===== src/logic/dsp_cfg.svh =====
`ifndef DSP_CFG_SVH
`define DSP_CFG_SVH

// Program address, register and instruction widths
`define ADDR_W 14
`define DATA_W 16
`define INSTR_W 24

// Branch target buffer entries
`define BTB_DEPTH 16

// Instruction queue entries
`define IQ_DEPTH 4

`endif


===== src/logic/dspPkg.sv =====
`default_nettype none

`include "dsp_cfg.svh"

package dspPkg;

  // Anything outside this list executes as a NOP
  typedef enum logic [3:0] {
    opNop   = 4'h0,
    opLdi   = 4'h1,
    opAdd   = 4'h2,
    opSub   = 4'h3,
    opStore = 4'h4,
    opJump  = 4'h5,
    opJnz   = 4'h6,
    opHalt  = 4'h7
  } opcodeT;

  // Branch target sits in the low ADDR_W bits of imm
  typedef struct packed {
    opcodeT             opcode;
    logic [1:0]         dst;
    logic [1:0]         src;
    logic [`DATA_W-1:0] imm;
  } instrFieldsT;

  typedef struct packed {
    logic [`INSTR_W-1:0] instr;
    logic [`ADDR_W-1:0]  pc;
    logic                predTaken;
    logic [`ADDR_W-1:0]  predPc;
  } fetchEntryT;

  // Wide enough to count every queue slot including the full case
  typedef logic [$clog2(`IQ_DEPTH + 1)-1:0] freeCntT;

endpackage

`default_nettype wire


===== src/logic/coreIf.sv =====
`default_nettype none

`include "dsp_cfg.svh"

// Entry handoff between two stages
// On the fetch side valid is the one-cycle push strobe and pop acknowledges it
// On the issue side valid marks a head entry and pop takes it
interface fetchIf;
  import dspPkg::*;

  logic       valid;
  fetchEntryT entry;
  logic       pop;
  freeCntT    free;

  modport producer (
    output valid,
    output entry,
    input  pop,
    input  free
  );

  modport consumer (
    input  valid,
    input  entry,
    output pop,
    output free
  );
endinterface

// Branch resolution back to the sequencer and BTB
interface redirectIf;
  logic               flush;
  logic [`ADDR_W-1:0] newPc;
  logic               update;
  logic [`ADDR_W-1:0] updPc;
  logic               updTaken;
  logic [`ADDR_W-1:0] updTarget;

  modport exec (
    output flush,
    output newPc,
    output update,
    output updPc,
    output updTaken,
    output updTarget
  );

  modport seq (
    input flush,
    input newPc,
    input update,
    input updPc,
    input updTaken,
    input updTarget
  );
endinterface

`default_nettype wire


===== src/logic/btb.sv =====
`default_nettype none

`include "dsp_cfg.svh"

module btb (
  input  logic               DSPCLK,
  input  logic               rstN,
  input  logic [`ADDR_W-1:0] lookupPc,
  redirectIf.seq             redirect,
  output logic               hit,
  output logic [`ADDR_W-1:0] target
);

  localparam int IdxW = $clog2(`BTB_DEPTH);
  localparam int TagW = `ADDR_W - IdxW;

  logic [`BTB_DEPTH-1:0] entryValid;
  logic [TagW-1:0]       tagMem [`BTB_DEPTH];
  logic [`ADDR_W-1:0]    targetMem [`BTB_DEPTH];
  logic [IdxW-1:0]       rdIdx;
  logic [IdxW-1:0]       wrIdx;

  assign rdIdx = lookupPc[IdxW-1:0];
  assign wrIdx = redirect.updPc[IdxW-1:0];

  // The tag holds the full upper pc so two branches never alias
  assign hit    = entryValid[rdIdx] && (tagMem[rdIdx] == lookupPc[`ADDR_W-1:IdxW]);
  assign target = targetMem[rdIdx];

  // A not-taken resolution drops the entry
  always_ff @(posedge DSPCLK or negedge rstN) begin
    if (!rstN) begin
      entryValid <= '0;
    end else if (redirect.update) begin
      entryValid[wrIdx] <= redirect.updTaken;
    end
  end

  always_ff @(posedge DSPCLK) begin
    if (redirect.update && redirect.updTaken) begin
      tagMem[wrIdx]    <= redirect.updPc[`ADDR_W-1:IdxW];
      targetMem[wrIdx] <= redirect.updTarget;
    end
  end

  // Branch resolution in the execution unit stays quiet while the core is in reset
  noUpdateInReset: assert property (@(posedge DSPCLK) !rstN |-> !redirect.update);

endmodule

`default_nettype wire


===== src/logic/dspCore.sv =====
`default_nettype none

`include "dsp_cfg.svh"

module dspCore (
  input  logic                DSPCLK,
  input  logic                rstN,
  output logic [`ADDR_W-1:0]  pmA,
  output logic                pmRd,
  input  logic [`INSTR_W-1:0] pmData,
  output logic [`DATA_W-1:0]  dmData,
  output logic                dmWr,
  input  logic                dmRdy,
  output logic                halted
);

  fetchIf    fetchBus ();
  fetchIf    issueBus ();
  redirectIf redirectBus ();

  progSeq uProgSeq (
    .DSPCLK   (DSPCLK),
    .rstN     (rstN),
    .halted   (halted),
    .pmData   (pmData),
    .redirect (redirectBus),
    .pmA      (pmA),
    .pmRd     (pmRd),
    .fetch    (fetchBus)
  );

  // A misprediction drops everything still waiting in the queue
  instrQueue uInstrQueue (
    .DSPCLK (DSPCLK),
    .rstN   (rstN),
    .flush  (redirectBus.flush),
    .fetch  (fetchBus),
    .issue  (issueBus)
  );

  execUnit uExecUnit (
    .DSPCLK   (DSPCLK),
    .rstN     (rstN),
    .dmRdy    (dmRdy),
    .dmData   (dmData),
    .dmWr     (dmWr),
    .halted   (halted),
    .issue    (issueBus),
    .redirect (redirectBus)
  );

endmodule

`default_nettype wire


===== src/logic/execUnit.sv =====
`default_nettype none

`include "dsp_cfg.svh"

module execUnit (
  input  logic               DSPCLK,
  input  logic               rstN,
  input  logic               dmRdy,
  output logic [`DATA_W-1:0] dmData,
  output logic               dmWr,
  output logic               halted,
  fetchIf.consumer           issue,
  redirectIf.exec            redirect
);
  import dspPkg::*;

  fetchEntryT         head;
  instrFieldsT        fields;
  logic [`DATA_W-1:0] regs [4];
  logic [`DATA_W-1:0] dstVal;
  logic [`DATA_W-1:0] srcVal;
  logic               isStore;
  logic               isBranch;
  logic               taken;
  logic               pop;
  logic [`ADDR_W-1:0] seqPc;
  logic [`ADDR_W-1:0] realNext;

  assign head   = issue.entry;
  assign fields = instrFieldsT'(head.instr);
  assign dstVal = regs[fields.dst];
  assign srcVal = regs[fields.src];

  assign isStore = issue.valid && !halted && (fields.opcode == opStore);

  // Registers cannot change while a store waits so dmData holds by itself
  assign dmWr   = isStore;
  assign dmData = srcVal;

  // Only a store waits on the data port
  assign pop        = issue.valid && !halted && (!isStore || dmRdy);
  assign issue.pop  = pop;

  always_comb begin
    isBranch = 1'b0;
    taken    = 1'b0;
    case (fields.opcode)
      opJump: begin
        isBranch = 1'b1;
        taken    = 1'b1;
      end
      opJnz: begin
        isBranch = 1'b1;
        taken    = (srcVal != '0);
      end
      default: begin
      end
    endcase
  end

  assign seqPc    = head.pc + 1'b1;
  assign realNext = taken ? fields.imm[`ADDR_W-1:0] : seqPc;

  // Every resolved branch trains the BTB
  assign redirect.update    = pop && isBranch;
  assign redirect.updPc     = head.pc;
  assign redirect.updTaken  = taken;
  assign redirect.updTarget = fields.imm[`ADDR_W-1:0];

  assign redirect.flush = pop && isBranch && (realNext != head.predPc);
  assign redirect.newPc = realNext;

  always_ff @(posedge DSPCLK or negedge rstN) begin
    if (!rstN) begin
      for (int i = 0; i < 4; i++) begin
        regs[i] <= '0;
      end
      halted <= 1'b0;
    end else if (pop) begin
      case (fields.opcode)
        opLdi:   regs[fields.dst] <= fields.imm;
        opAdd:   regs[fields.dst] <= dstVal + srcVal;
        opSub:   regs[fields.dst] <= dstVal - srcVal;
        opHalt:  halted <= 1'b1;
        default: begin
        end
      endcase
    end
  end

  storeHeld: assert property (@(posedge DSPCLK) disable iff (!rstN)
    dmWr && !dmRdy |=> dmWr && $stable(dmData));

endmodule

`default_nettype wire


===== src/logic/instrQueue.sv =====
`default_nettype none

`include "dsp_cfg.svh"

module instrQueue (
  input  logic      DSPCLK,
  input  logic      rstN,
  input  logic      flush,
  fetchIf.consumer  fetch,
  fetchIf.producer  issue
);
  import dspPkg::*;

  localparam int PtrW = $clog2(`IQ_DEPTH);
  localparam int LastSlot = `IQ_DEPTH - 1;

  fetchEntryT      mem [`IQ_DEPTH];
  logic [PtrW-1:0] wrPtr;
  logic [PtrW-1:0] rdPtr;
  freeCntT         count;
  logic            wrEn;
  logic            rdEn;

  assign wrEn = fetch.valid && (count != freeCntT'(`IQ_DEPTH));
  assign rdEn = issue.pop;

  assign fetch.pop  = wrEn;
  assign fetch.free = freeCntT'(`IQ_DEPTH) - count;

  assign issue.valid = (count != '0);
  assign issue.entry = mem[rdPtr];

  always_ff @(posedge DSPCLK or negedge rstN) begin
    if (!rstN) begin
      wrPtr <= '0;
      rdPtr <= '0;
      count <= '0;
    end else if (flush) begin
      wrPtr <= '0;
      rdPtr <= '0;
      count <= '0;
    end else begin
      if (wrEn) begin
        wrPtr <= (wrPtr == PtrW'(LastSlot)) ? '0 : wrPtr + 1'b1;
      end
      if (rdEn) begin
        rdPtr <= (rdPtr == PtrW'(LastSlot)) ? '0 : rdPtr + 1'b1;
      end
      case ({wrEn, rdEn})
        2'b10:   count <= count + 1'b1;
        2'b01:   count <= count - 1'b1;
        default: count <= count;
      endcase
    end
  end

  always_ff @(posedge DSPCLK) begin
    if (wrEn) begin
      mem[wrPtr] <= fetch.entry;
    end
  end

  noPushWhenFull: assert property (@(posedge DSPCLK) disable iff (!rstN)
    fetch.valid |-> count != freeCntT'(`IQ_DEPTH));

  // The execution unit only takes the head while the queue holds one
  noPopWhenEmpty: assert property (@(posedge DSPCLK) disable iff (!rstN)
    issue.pop |-> count != '0);

endmodule

`default_nettype wire


===== src/logic/progSeq.sv =====
`default_nettype none

`include "dsp_cfg.svh"

module progSeq (
  input  logic                DSPCLK,
  input  logic                rstN,
  input  logic                halted,
  input  logic [`INSTR_W-1:0] pmData,
  redirectIf.seq              redirect,
  output logic [`ADDR_W-1:0]  pmA,
  output logic                pmRd,
  fetchIf.producer            fetch
);
  import dspPkg::*;

  logic [`ADDR_W-1:0] pc;
  logic               pmRdQ;
  logic               inFlight;
  logic               reqPredTaken;
  logic [`ADDR_W-1:0] reqPredPc;
  logic [`ADDR_W-1:0] flightPc;
  logic               flightPredTaken;
  logic [`ADDR_W-1:0] flightPredPc;
  logic [`ADDR_W-1:0] lookupPc;
  logic               btbHit;
  logic [`ADDR_W-1:0] btbTarget;
  logic [`ADDR_W-1:0] predPc;
  freeCntT            outstanding;
  logic               issue;

  btb uBtb (
    .DSPCLK   (DSPCLK),
    .rstN     (rstN),
    .lookupPc (lookupPc),
    .redirect (redirect),
    .hit      (btbHit),
    .target   (btbTarget)
  );

  // A redirect restarts fetch at the resolved address in the next cycle
  assign lookupPc = redirect.flush ? redirect.newPc : pc;
  assign predPc   = btbHit ? btbTarget : lookupPc + 1'b1;

  // Words requested but not yet counted by the queue
  assign outstanding = freeCntT'(inFlight) + freeCntT'(pmRd);

  // The queue is cleared on a flush so credits are not needed then
  assign issue = !halted && (redirect.flush || (fetch.free > outstanding));

  // Nothing may be requested once the core has halted
  assign pmRd = pmRdQ && !halted;

  always_ff @(posedge DSPCLK or negedge rstN) begin
    if (!rstN) begin
      pc       <= '0;
      pmRdQ    <= 1'b0;
      inFlight <= 1'b0;
    end else begin
      pmRdQ    <= issue;
      inFlight <= pmRd && !redirect.flush;
      if (issue) begin
        pc <= predPc;
      end
    end
  end

  // The prediction follows its request down to the returning word
  always_ff @(posedge DSPCLK) begin
    if (issue) begin
      pmA          <= lookupPc;
      reqPredTaken <= btbHit;
      reqPredPc    <= predPc;
    end
    if (pmRd) begin
      flightPc        <= pmA;
      flightPredTaken <= reqPredTaken;
      flightPredPc    <= reqPredPc;
    end
  end

  // Word returning during a flush belongs to the wrong path
  assign fetch.valid = inFlight && !redirect.flush;
  assign fetch.entry = fetchEntryT'{
    instr:     pmData,
    pc:        flightPc,
    predTaken: flightPredTaken,
    predPc:    flightPredPc
  };

  pushWithCredit: assert property (@(posedge DSPCLK) disable iff (!rstN)
    fetch.valid |-> (fetch.free != '0) && fetch.pop);

endmodule

`default_nettype wire


===== config.mk =====
export PLATFORM = sky130hd
export DESIGN_NAME = dspCore
export DESIGN_NICKNAME = d
export VERILOG_FILES = /design/src/logic/dspPkg.sv /design/src/logic/coreIf.sv /design/src/logic/btb.sv /design/src/logic/dspCore.sv /design/src/logic/execUnit.sv /design/src/logic/instrQueue.sv /design/src/logic/progSeq.sv
export VERILOG_INCLUDE_DIRS = /design/src /design/src/logic
export SDC_FILE = /design/constraint.sdc
export NUM_CORES = 1
export LEC_CHECK = 0
export BUFFER_PORTS_ARGS = -buffer_cell sky130_fd_sc_hd__buf_4
export CORE_MARGIN = 10
export CORE_UTILIZATION = 35
export DETAILED_ROUTE_END_ITERATION = 7
export PLACE_DENSITY = 0.57
export SETUP_SLACK_MARGIN = 0.2
export SLEW_MARGIN = 20
export SYNTH_ARGS = -nofsm -noshare
export SYNTH_HDL_FRONTEND = slang
export SYNTH_SLANG_ARGS = --single-unit

===== constraint.sdc =====
create_clock -name DSPCLK -period 8.4 [get_ports DSPCLK]
set_clock_uncertainty 0.2 [all_clocks]
set_input_delay 0 -clock DSPCLK [delete_from_list [all_inputs] [get_ports DSPCLK]]
set_output_delay 0 -clock DSPCLK [all_outputs]
set_load 0.005 [all_outputs]

## After elaboration in Yosys (flattened, before gate mapping)

Memories as Yosys holds them, arrays and structs flattened.
Index checks and enable logic that the tools add are counted.

- Register bits after elaboration: 162
- Bits in latches: 0
- RAM bits: 596
- Bits in read-only memories: 0
- Input port bits: 27
- Output and inout port bits: 33
- Word-level logic and storage cells: 116
- Memories kept: 3

- Add/subtract/negate cells: 10
- $mul: 0
- Div/mod/pow operators: 0
- Order comparisons: 7
- Equality and inequality tests: 14
- Shifts and indexed selects: 0
- Mux-type cells: 34
- Bitwise gates (word level): 2
- Reduce and logical (&&, ||, !) cells: 28

Memories:

| name | depth | width | read ports | clocked after memory_dff | wr ports | RTL line | source |
|---|---|---|---|---|---|---|---|
| uProgSeq.uBtb.targetMem | 16 | 14 | 1 | 0 | 1 | btb.sv:19 | `` logic [`ADDR_W-1:0] targetMem [`BTB_DEPTH]; `` |
| uInstrQueue.mem | 4 | 53 | 1 | 0 | 1 | instrQueue.sv:17 | `` fetchEntryT mem [`IQ_DEPTH]; `` |
| uProgSeq.uBtb.tagMem | 16 | 10 | 1 | 0 | 1 | btb.sv:18 | `` logic [TagW-1:0] tagMem [`BTB_DEPTH]; `` |

Operators with widths:

| cell | number |
|---|---|
| $bwmux 64 | 3 |
| $pmux 64 s3 | 1 |
| $mux 16 | 5 |
| $bmux 16 s2 | 2 |
| $mux 14 | 3 |
| $demux 16 s2 | 1 |
| $add 14x1->14 const B | 2 |
| $add 16x16->16 | 1 |
| $bwmux 16 | 1 |
| $eq 4x3->1 const B | 4 |
| $reduce_bool 16->1 | 1 |
| $sub 16x16->16 | 1 |
| $logic_and 1x1->1 | 14 |
| $ne 14x14->1 | 1 |
| $mux 2 | 6 |
| $eq 10x10->1 | 1 |
| $lt 4x5->1 const B | 2 |
| $reduce_bool 3->1 | 3 |
| $eq 4x2->1 const B | 2 |
| $mux 1 | 7 |
| $eq 2x2->1 const B | 3 |
| $ge 3x3->1 const B | 2 |
| $not 2->3 | 2 |
| $pmux 3 s2 | 1 |
| 20 further kinds | 26 |

## Logic depth before layout (Yosys ltp)

An unclocked memory read counts as a cell.

- Word-level depth: 16
- Mapped depth: 30

## Modules after synthesis

From an unflattened synthesis, not the netlist that was laid out.

- Cells, all modules: 1928
- Area, all modules: 33189.3 um^2

By module, submodules not included:

| module | instances | cells each | area an instance (um^2) |
|---|---|---|---|
| btb | 1 | 677 | 15537.4 |
| instrQueue | 1 | 332 | 8252.9 |
| execUnit | 1 | 670 | 5978.2 |
| progSeq | 1 | 249 | 3420.8 |

## Worst setup path after synthesis

OpenSTA, ideal clock, no wires.

- Path kind: reg-to-reg
- From: register uInstrQueue.rdPtr[0]
- To: register uProgSeq.pc[7]
- Setup time: 126 ps
- Arrival time: 5850 ps
- Data required time: 8074 ps
- Path slack: 2224 ps
- Cell stages (with the launch flop): 24
- Clock period less this slack: 6176 ps
- Path through: dfrtp_1 > buf_4 > mux4_2 > buf_6 > buf_6 > buf_6 > mux2i_1 > mux2i_1 > nor4_4 > nand3_2 > or4_1 > nand3_1 > o2111ai_2 > o21a_2 > o21ai_4 > buf_2 > buf_2 > buf_2 > buf_2 > mux4_2 > nand2_1 > a31oi_1 > mux2_1 > mux2_2

- Longest elaborated chain between the ends: 15

RTL lines:

| element | RTL line | source |
|---|---|---|
| start: declaration | instrQueue.sv:19 | `logic [PtrW-1:0] rdPtr;` |
| start signal: assignment | instrQueue.sv:47 | `rdPtr <= (rdPtr == PtrW'(LastSlot)) ? '0 : rdPtr + 1'b1;` |
| $mem_v2 4x53 * | - |  |
| $not 2->3 (implied by the code) * | execUnit.sv:32 | `assign srcVal = regs[fields.src];` |
| $bmux 16 s2 * | execUnit.sv:32 |  |
| $mux 16 (implied by the code) * (2 in a row) | execUnit.sv:32 |  |
| net dmData[14] | dspCore.sv:11 | `` output logic [`DATA_W-1:0] dmData, `` |
| $reduce_bool 16->1 * | execUnit.sv:54 | `taken = (srcVal != '0);` |
| $pmux 1 s2 * | execUnit.sv:47 | `case (fields.opcode)` |
| $mux 14 * | execUnit.sv:62 | `` assign realNext = taken ? fields.imm[`ADDR_W-1:0] : seqPc; `` |
| $ne 14x14->1 | execUnit.sv:70 | `assign redirect.flush = pop && isBranch && (realNext != head.predPc);` |
| $logic_and 1x1->1 | execUnit.sv:70 |  |
| $mux 14 * | progSeq.sv:42 | `assign lookupPc = redirect.flush ? redirect.newPc : pc;` |
| $mem_v2 16x10 / $bmux 1 s4 (equally long branches) | - |  |
| $eq 10x10->1 / $mux 1 (equally long branches) | btb.sv:27 | `` assign hit = entryValid[rdIdx] && (tagMem[rdIdx] == lookupPc[`ADDR_W-1:IdxW]); `` |
| $logic_and 1x1->1 | btb.sv:27 |  |
| $mux 14 * | progSeq.sv:43 | `assign predPc = btbHit ? btbTarget : lookupPc + 1'b1;` |
| net uProgSeq.predPc[7] | progSeq.sv:28 | `` logic [`ADDR_W-1:0] predPc; `` |
| end signal: assignment | progSeq.sv:63 | `pc <= predPc;` |
| end: declaration | progSeq.sv:17 | `` logic [`ADDR_W-1:0] pc; `` |

The timed path passes the listed nets; every way through them passes the cells marked *. The select of a mux whose other input is x is not followed.
A chain may end at the register's enable or synchronous reset.

## Worst setup path after layout

- From: register uInstrQueue.rdPtr[0]
- To: register uProgSeq.pc[7]

- Longest elaborated chain between the ends: 15

RTL lines:

| element | RTL line |
|---|---|
| $mem_v2 4x53 * | - |
| $not 2->3 (implied by the code) | execUnit.sv:32 |
| $bmux 16 s2 | execUnit.sv:32 |
| $mux 16 (implied by the code) (2 in a row) | execUnit.sv:32 |
| $reduce_bool 16->1 | execUnit.sv:54 |
| $pmux 1 s2 | execUnit.sv:47 |
| $mux 14 | execUnit.sv:62 |
| $ne 14x14->1 | execUnit.sv:70 |
| $logic_and 1x1->1 | execUnit.sv:70 |
| $mux 14 * | progSeq.sv:42 |
| $mem_v2 16x10 / $bmux 1 s4 (equally long branches) | - |
| $eq 10x10->1 / $mux 1 (equally long branches) | btb.sv:27 |
| $logic_and 1x1->1 | btb.sv:27 |
| $mux 14 * | progSeq.sv:43 |
| net uProgSeq.predPc[7] | progSeq.sv:28 |

Marked as above.

==> metrics.md <==
| Metric | Value |
|---|---|
| Run status | complete, no violations |
| Setup_tns | 0 ps |
| Main synth FF type | edfxtp_1 |
| Relative slew margins | 0.256 |
| Top cell type's share of synthesized area | 0.595 |
| Row count | 112 |
| Final setup violation count | 0 |
| Sequential fraction of the synthesis area | 0.675 |
| Area delta synth->final | 17.0% |
| Die Area | 106000 um2 |
| Number of iterations in the first detailed-routing pass | 6 |
| Overflow after GRT | 0 |
| Crit-path leading delay family | multiplexers |
| Worst EP required | 8700 ps |
| Share of power burned in registers | 0.339 |
| Flop2flop setup slack | 570 ps |
| WL final | 87900 um |
| Syn Nets | 2116 |
| Vias in the first global route | 19500 |
| Max cap viols | 0 |
| Sw Ratio | 0.371 |
| #FFs+latches synth | 752 |
| Die Y | 326 um |
| Crit path kind | reg -> reg |
| Fmax | 128 MHz |
| PortBufs | 59 |
| Via count | 18900 |
| Max rail drop VDD | 0.000188 V |
| Power Density | 379 nW/um2 |
| RSZ-0062 raised after global routing | false |
| Crit path capture type | flip-flop |
| Synth Area per Inst | 16.0 um2 |
| Initial antenna violation count | 1 |
| Fin. Hold Viols | 0 |
| Worst path bufs/invs | 5 |
| First-pass GRT wire length | 130000 um |
| Worst Path Max Fanout | 18 |
| Antenna Nets Post-Route | 0 |
| Syn Std Cell Area | 32700 um2 |
| Clock latency at the later pin of the worst-skew pair | 630 ps |
| Synth cell types | 69 |
| Core area | 93000 um2 |
| Critical Path Most Common Cell | buf_4 |
| Largest area contributor in the synthesized netlist | edfxtp_1 |
| Vias per cell | 5.35 |
| Clock-pin slew of the registers on the worst-case setup and hold paths | 60 ps |
| Routability cong. | 0.869 |
| Async SR Flop Fraction | 0.138 |
| Slew @ Worst Pin | 1110 ps |
| I/O Pins | 60 |
| Startpoint Class | flip-flop |
| Total global-route track usage | 0.163 |
| Slowest stage delay, CP | 860 ps |
| Routed WL per cell | 24.9 um |
| Layout cells sized above 1 | 0.229 |
| CTS tree | done |
| Syn Inst Count | 2039 |
| Deepest clock path buffer count | 3 |
| Yosys warns | 0 |
| Post-detail-place hpwl | 56500 um |
| Critical-path top delay cell | mux4_2 |
| Die W | 326 um |
| Worst EP arrival | 8130 ps |
| Pins Over Slew Limit | 0 |
| Comb pwr share | 0.415 |
| Largest net degree at the start of global routing | 88 |
| Min-delay worst type | in -> async |
| Core Util, Final | 0.411 |
| Root Driver | clkbuf_16 |
| EDFF count, synth | 648 |
| LEAKAGE | 13.4 nW |
| Crit path cell chain | mux4_2 > buf_12 > mux2i_1 > mux2i_1 > nor4_2 > buf_4 > and3_1 > a21oi_1 > nor3b_2 > o211ai_2 > o21a_2 > buf_4 > mux2i_1 > buf_4 > a21oi_1 > a221oi_1 > o21ai_1 > a21oi_1 > o221ai_1 > nor4_4 > buf_4 > mux2_1 > mux2_2 |
| Clk pwr share | 0.246 |
| Int Pwr | 9.13 mW |
| Starting Density | 0.351 |
| Nets | 2287 |
| CTS buffer count | 76 |
| Fin crit share | 0.932 |
| DRC Markers | 0 |
| Synth top area cells | edfxtp_1, mux4_2, dfrtp_1 |
| Post-CTS Setup Inserts | 0 |
| First-iteration detailed-routing DRC count | 1847 |
| P_sw | 5.37 mW |
| Period minus WS final | 7830 ps |
| Clk sinks | 752 |
| H-tree levels | 3 |
state kept, by name, indices dropped and copies added, names as in the netlist:
signal and flops:
uProgSeq.reqPredPc 14, uInstrQueue.count 3, uExecUnit.regs 64, uProgSeq.flightPc 14
uInstrQueue.wrPtr 2, uProgSeq.uBtb.tagMem 160, uProgSeq.pmRdQ 1, uProgSeq.uBtb.entryValid 16
uProgSeq.pmA 14, uProgSeq.uBtb.targetMem 224, uProgSeq.inFlight 1, uInstrQueue.rdPtr 2
uProgSeq.flightPredPc 14, uExecUnit.halted 1, uProgSeq.pc 14, uInstrQueue.mem 208
kinds of logic after synthesis:
logic type / Yosys count / synth area share
mux: 321 / 0.149
flops: 752 / 0.675
buf+inv: 172 / 0.0237
simple gates: 379 / 0.0547
fa+ha+maj: 50 / 0.0198
xor+xnor: 74 / 0.0207
compound gates: 291 / 0.0575
power by group through the flow:
| stage | sequential [mW] | clock (mW) | combinational [mW] |
|---|---|---|---|
| detailed placement | 4.98 | 0 | 5.96 |
| finish | 4.91 | 3.57 | 6.02 |
| floorplan | 4.83 | 0 | 4.02 |
| global placement | 4.97 | 0 | 5.85 |
| CTS | 4.91 | 3.64 | 6.01 |
| global route | 4.94 | 3.80 | 6.52 |
layout by cell type, fill, tap and decap left out, drive strengths merged, types with 11 or more instances in the layout:
cell and instances:
clkbuf 109, mux4 122, edfxtp 648, a21oi 71, dlygate4sd3 51, nand2 178
o211ai 44, nor2 63, xnor2 50, buf 139, clkinv 20, xor2 22
a31oi 22, mux2 93, ha 47, nand4 11, o21bai 20, dfrtp 104
mux2i 106, nor4 11, o22ai 12, inv 75, nor2b 11, nand3 23
nor3 22, o21ai 69, and3 24
final timing paths:
| check | start | endpoint | cells past startpoint |
|---|---|---|---|
| min | rstN | uExecUnit.regs[12] | 4 |
| min reg2reg | uProgSeq.reqPredPc[1] | uProgSeq.flightPredPc[1] | 0 |
| max reg2reg | uInstrQueue.rdPtr[0] | uProgSeq.pc[7] | 23 |
| max | uInstrQueue.rdPtr[0] | uProgSeq.pc[7] | 23 |
| min in group DSPCLK | uProgSeq.reqPredPc[1] | uProgSeq.flightPredPc[1] | 0 |
| max in group asynchronous | rstN | uInstrQueue.rdPtr[0] | 5 |
synthesized netlist by cell type, types with 12 or more instances:
cell	count
a31oi_1	22
a21oi_1	70
nor3_1	20
nand3_1	22
edfxtp_1	648
o22ai_1	12
and3_1	24
o211ai_1	42
xor2_1	22
o21bai_1	20
buf_2	20
clkbuf_1	48
dfrtp_1	104
o21ai_0	66
nor2_1	63
inv_1	71
mux4_2	122
ha_1	47
mux2_2	88
mux2i_1	105
nand2_1	178
xnor2_1	50
metal layers:
layer / share of wire / GRT usage / vias to the layer above / wire (um)
li1: - / - / 8221 / -
met1: 0.42 / 0.216 / 9782 / 36800
met2: 0.47 / 0.259 / 712 / 41400
met3: 0.075 / 0.0352 / 163 / 6640
met4: 0.035 / 0.0638 / 2 / 3070
met5: 0.00015 / 0 / - / 13
metrics by stage:
| stage | hold slack (ps) | instances | setup WS, ps | power, mW | instance area, um2 |
|---|---|---|---|---|---|
| CTS | 206 | 3527 | 512 | 14.6 | 38200 |
| global placement | -221 | 3333 | 512 | 10.8 | 35000 |
| global route | 271 | 3528 | 236 | 15.3 | 38200 |
| detailed placement | -208 | 3333 | 572 | 10.9 | 35000 |
| finish | 233 | 3530 | 573 | 14.5 | 38200 |
| floorplan | -496 | 2039 | 2220 | 8.86 | 32700 |
worst min-delay path, stage by stage:
cell	delay [ps]
dlygate4sd3_1	520
dlygate4sd3_1	540
buf_4	140
buf_12	220
cell type report:
cell class	instances	area (um2)
fillers	8400	54800
flip-flops and latches	752	22100
multi-input cells	1115	10000
clock buffers	109	2230
repair buffers	190	1660
well taps	1254	1570
clock inverters	33	428
inverters	75	284
diodes	2	5.00
what timing repair did:
item,in CTS,in global routing
endpoints found under the setup margin,0,17
hold buffers,52,0
resized for setup,0,3
hold endpoints to repair,203,0
No activity file was read; power rests on OpenSTA's default activity.
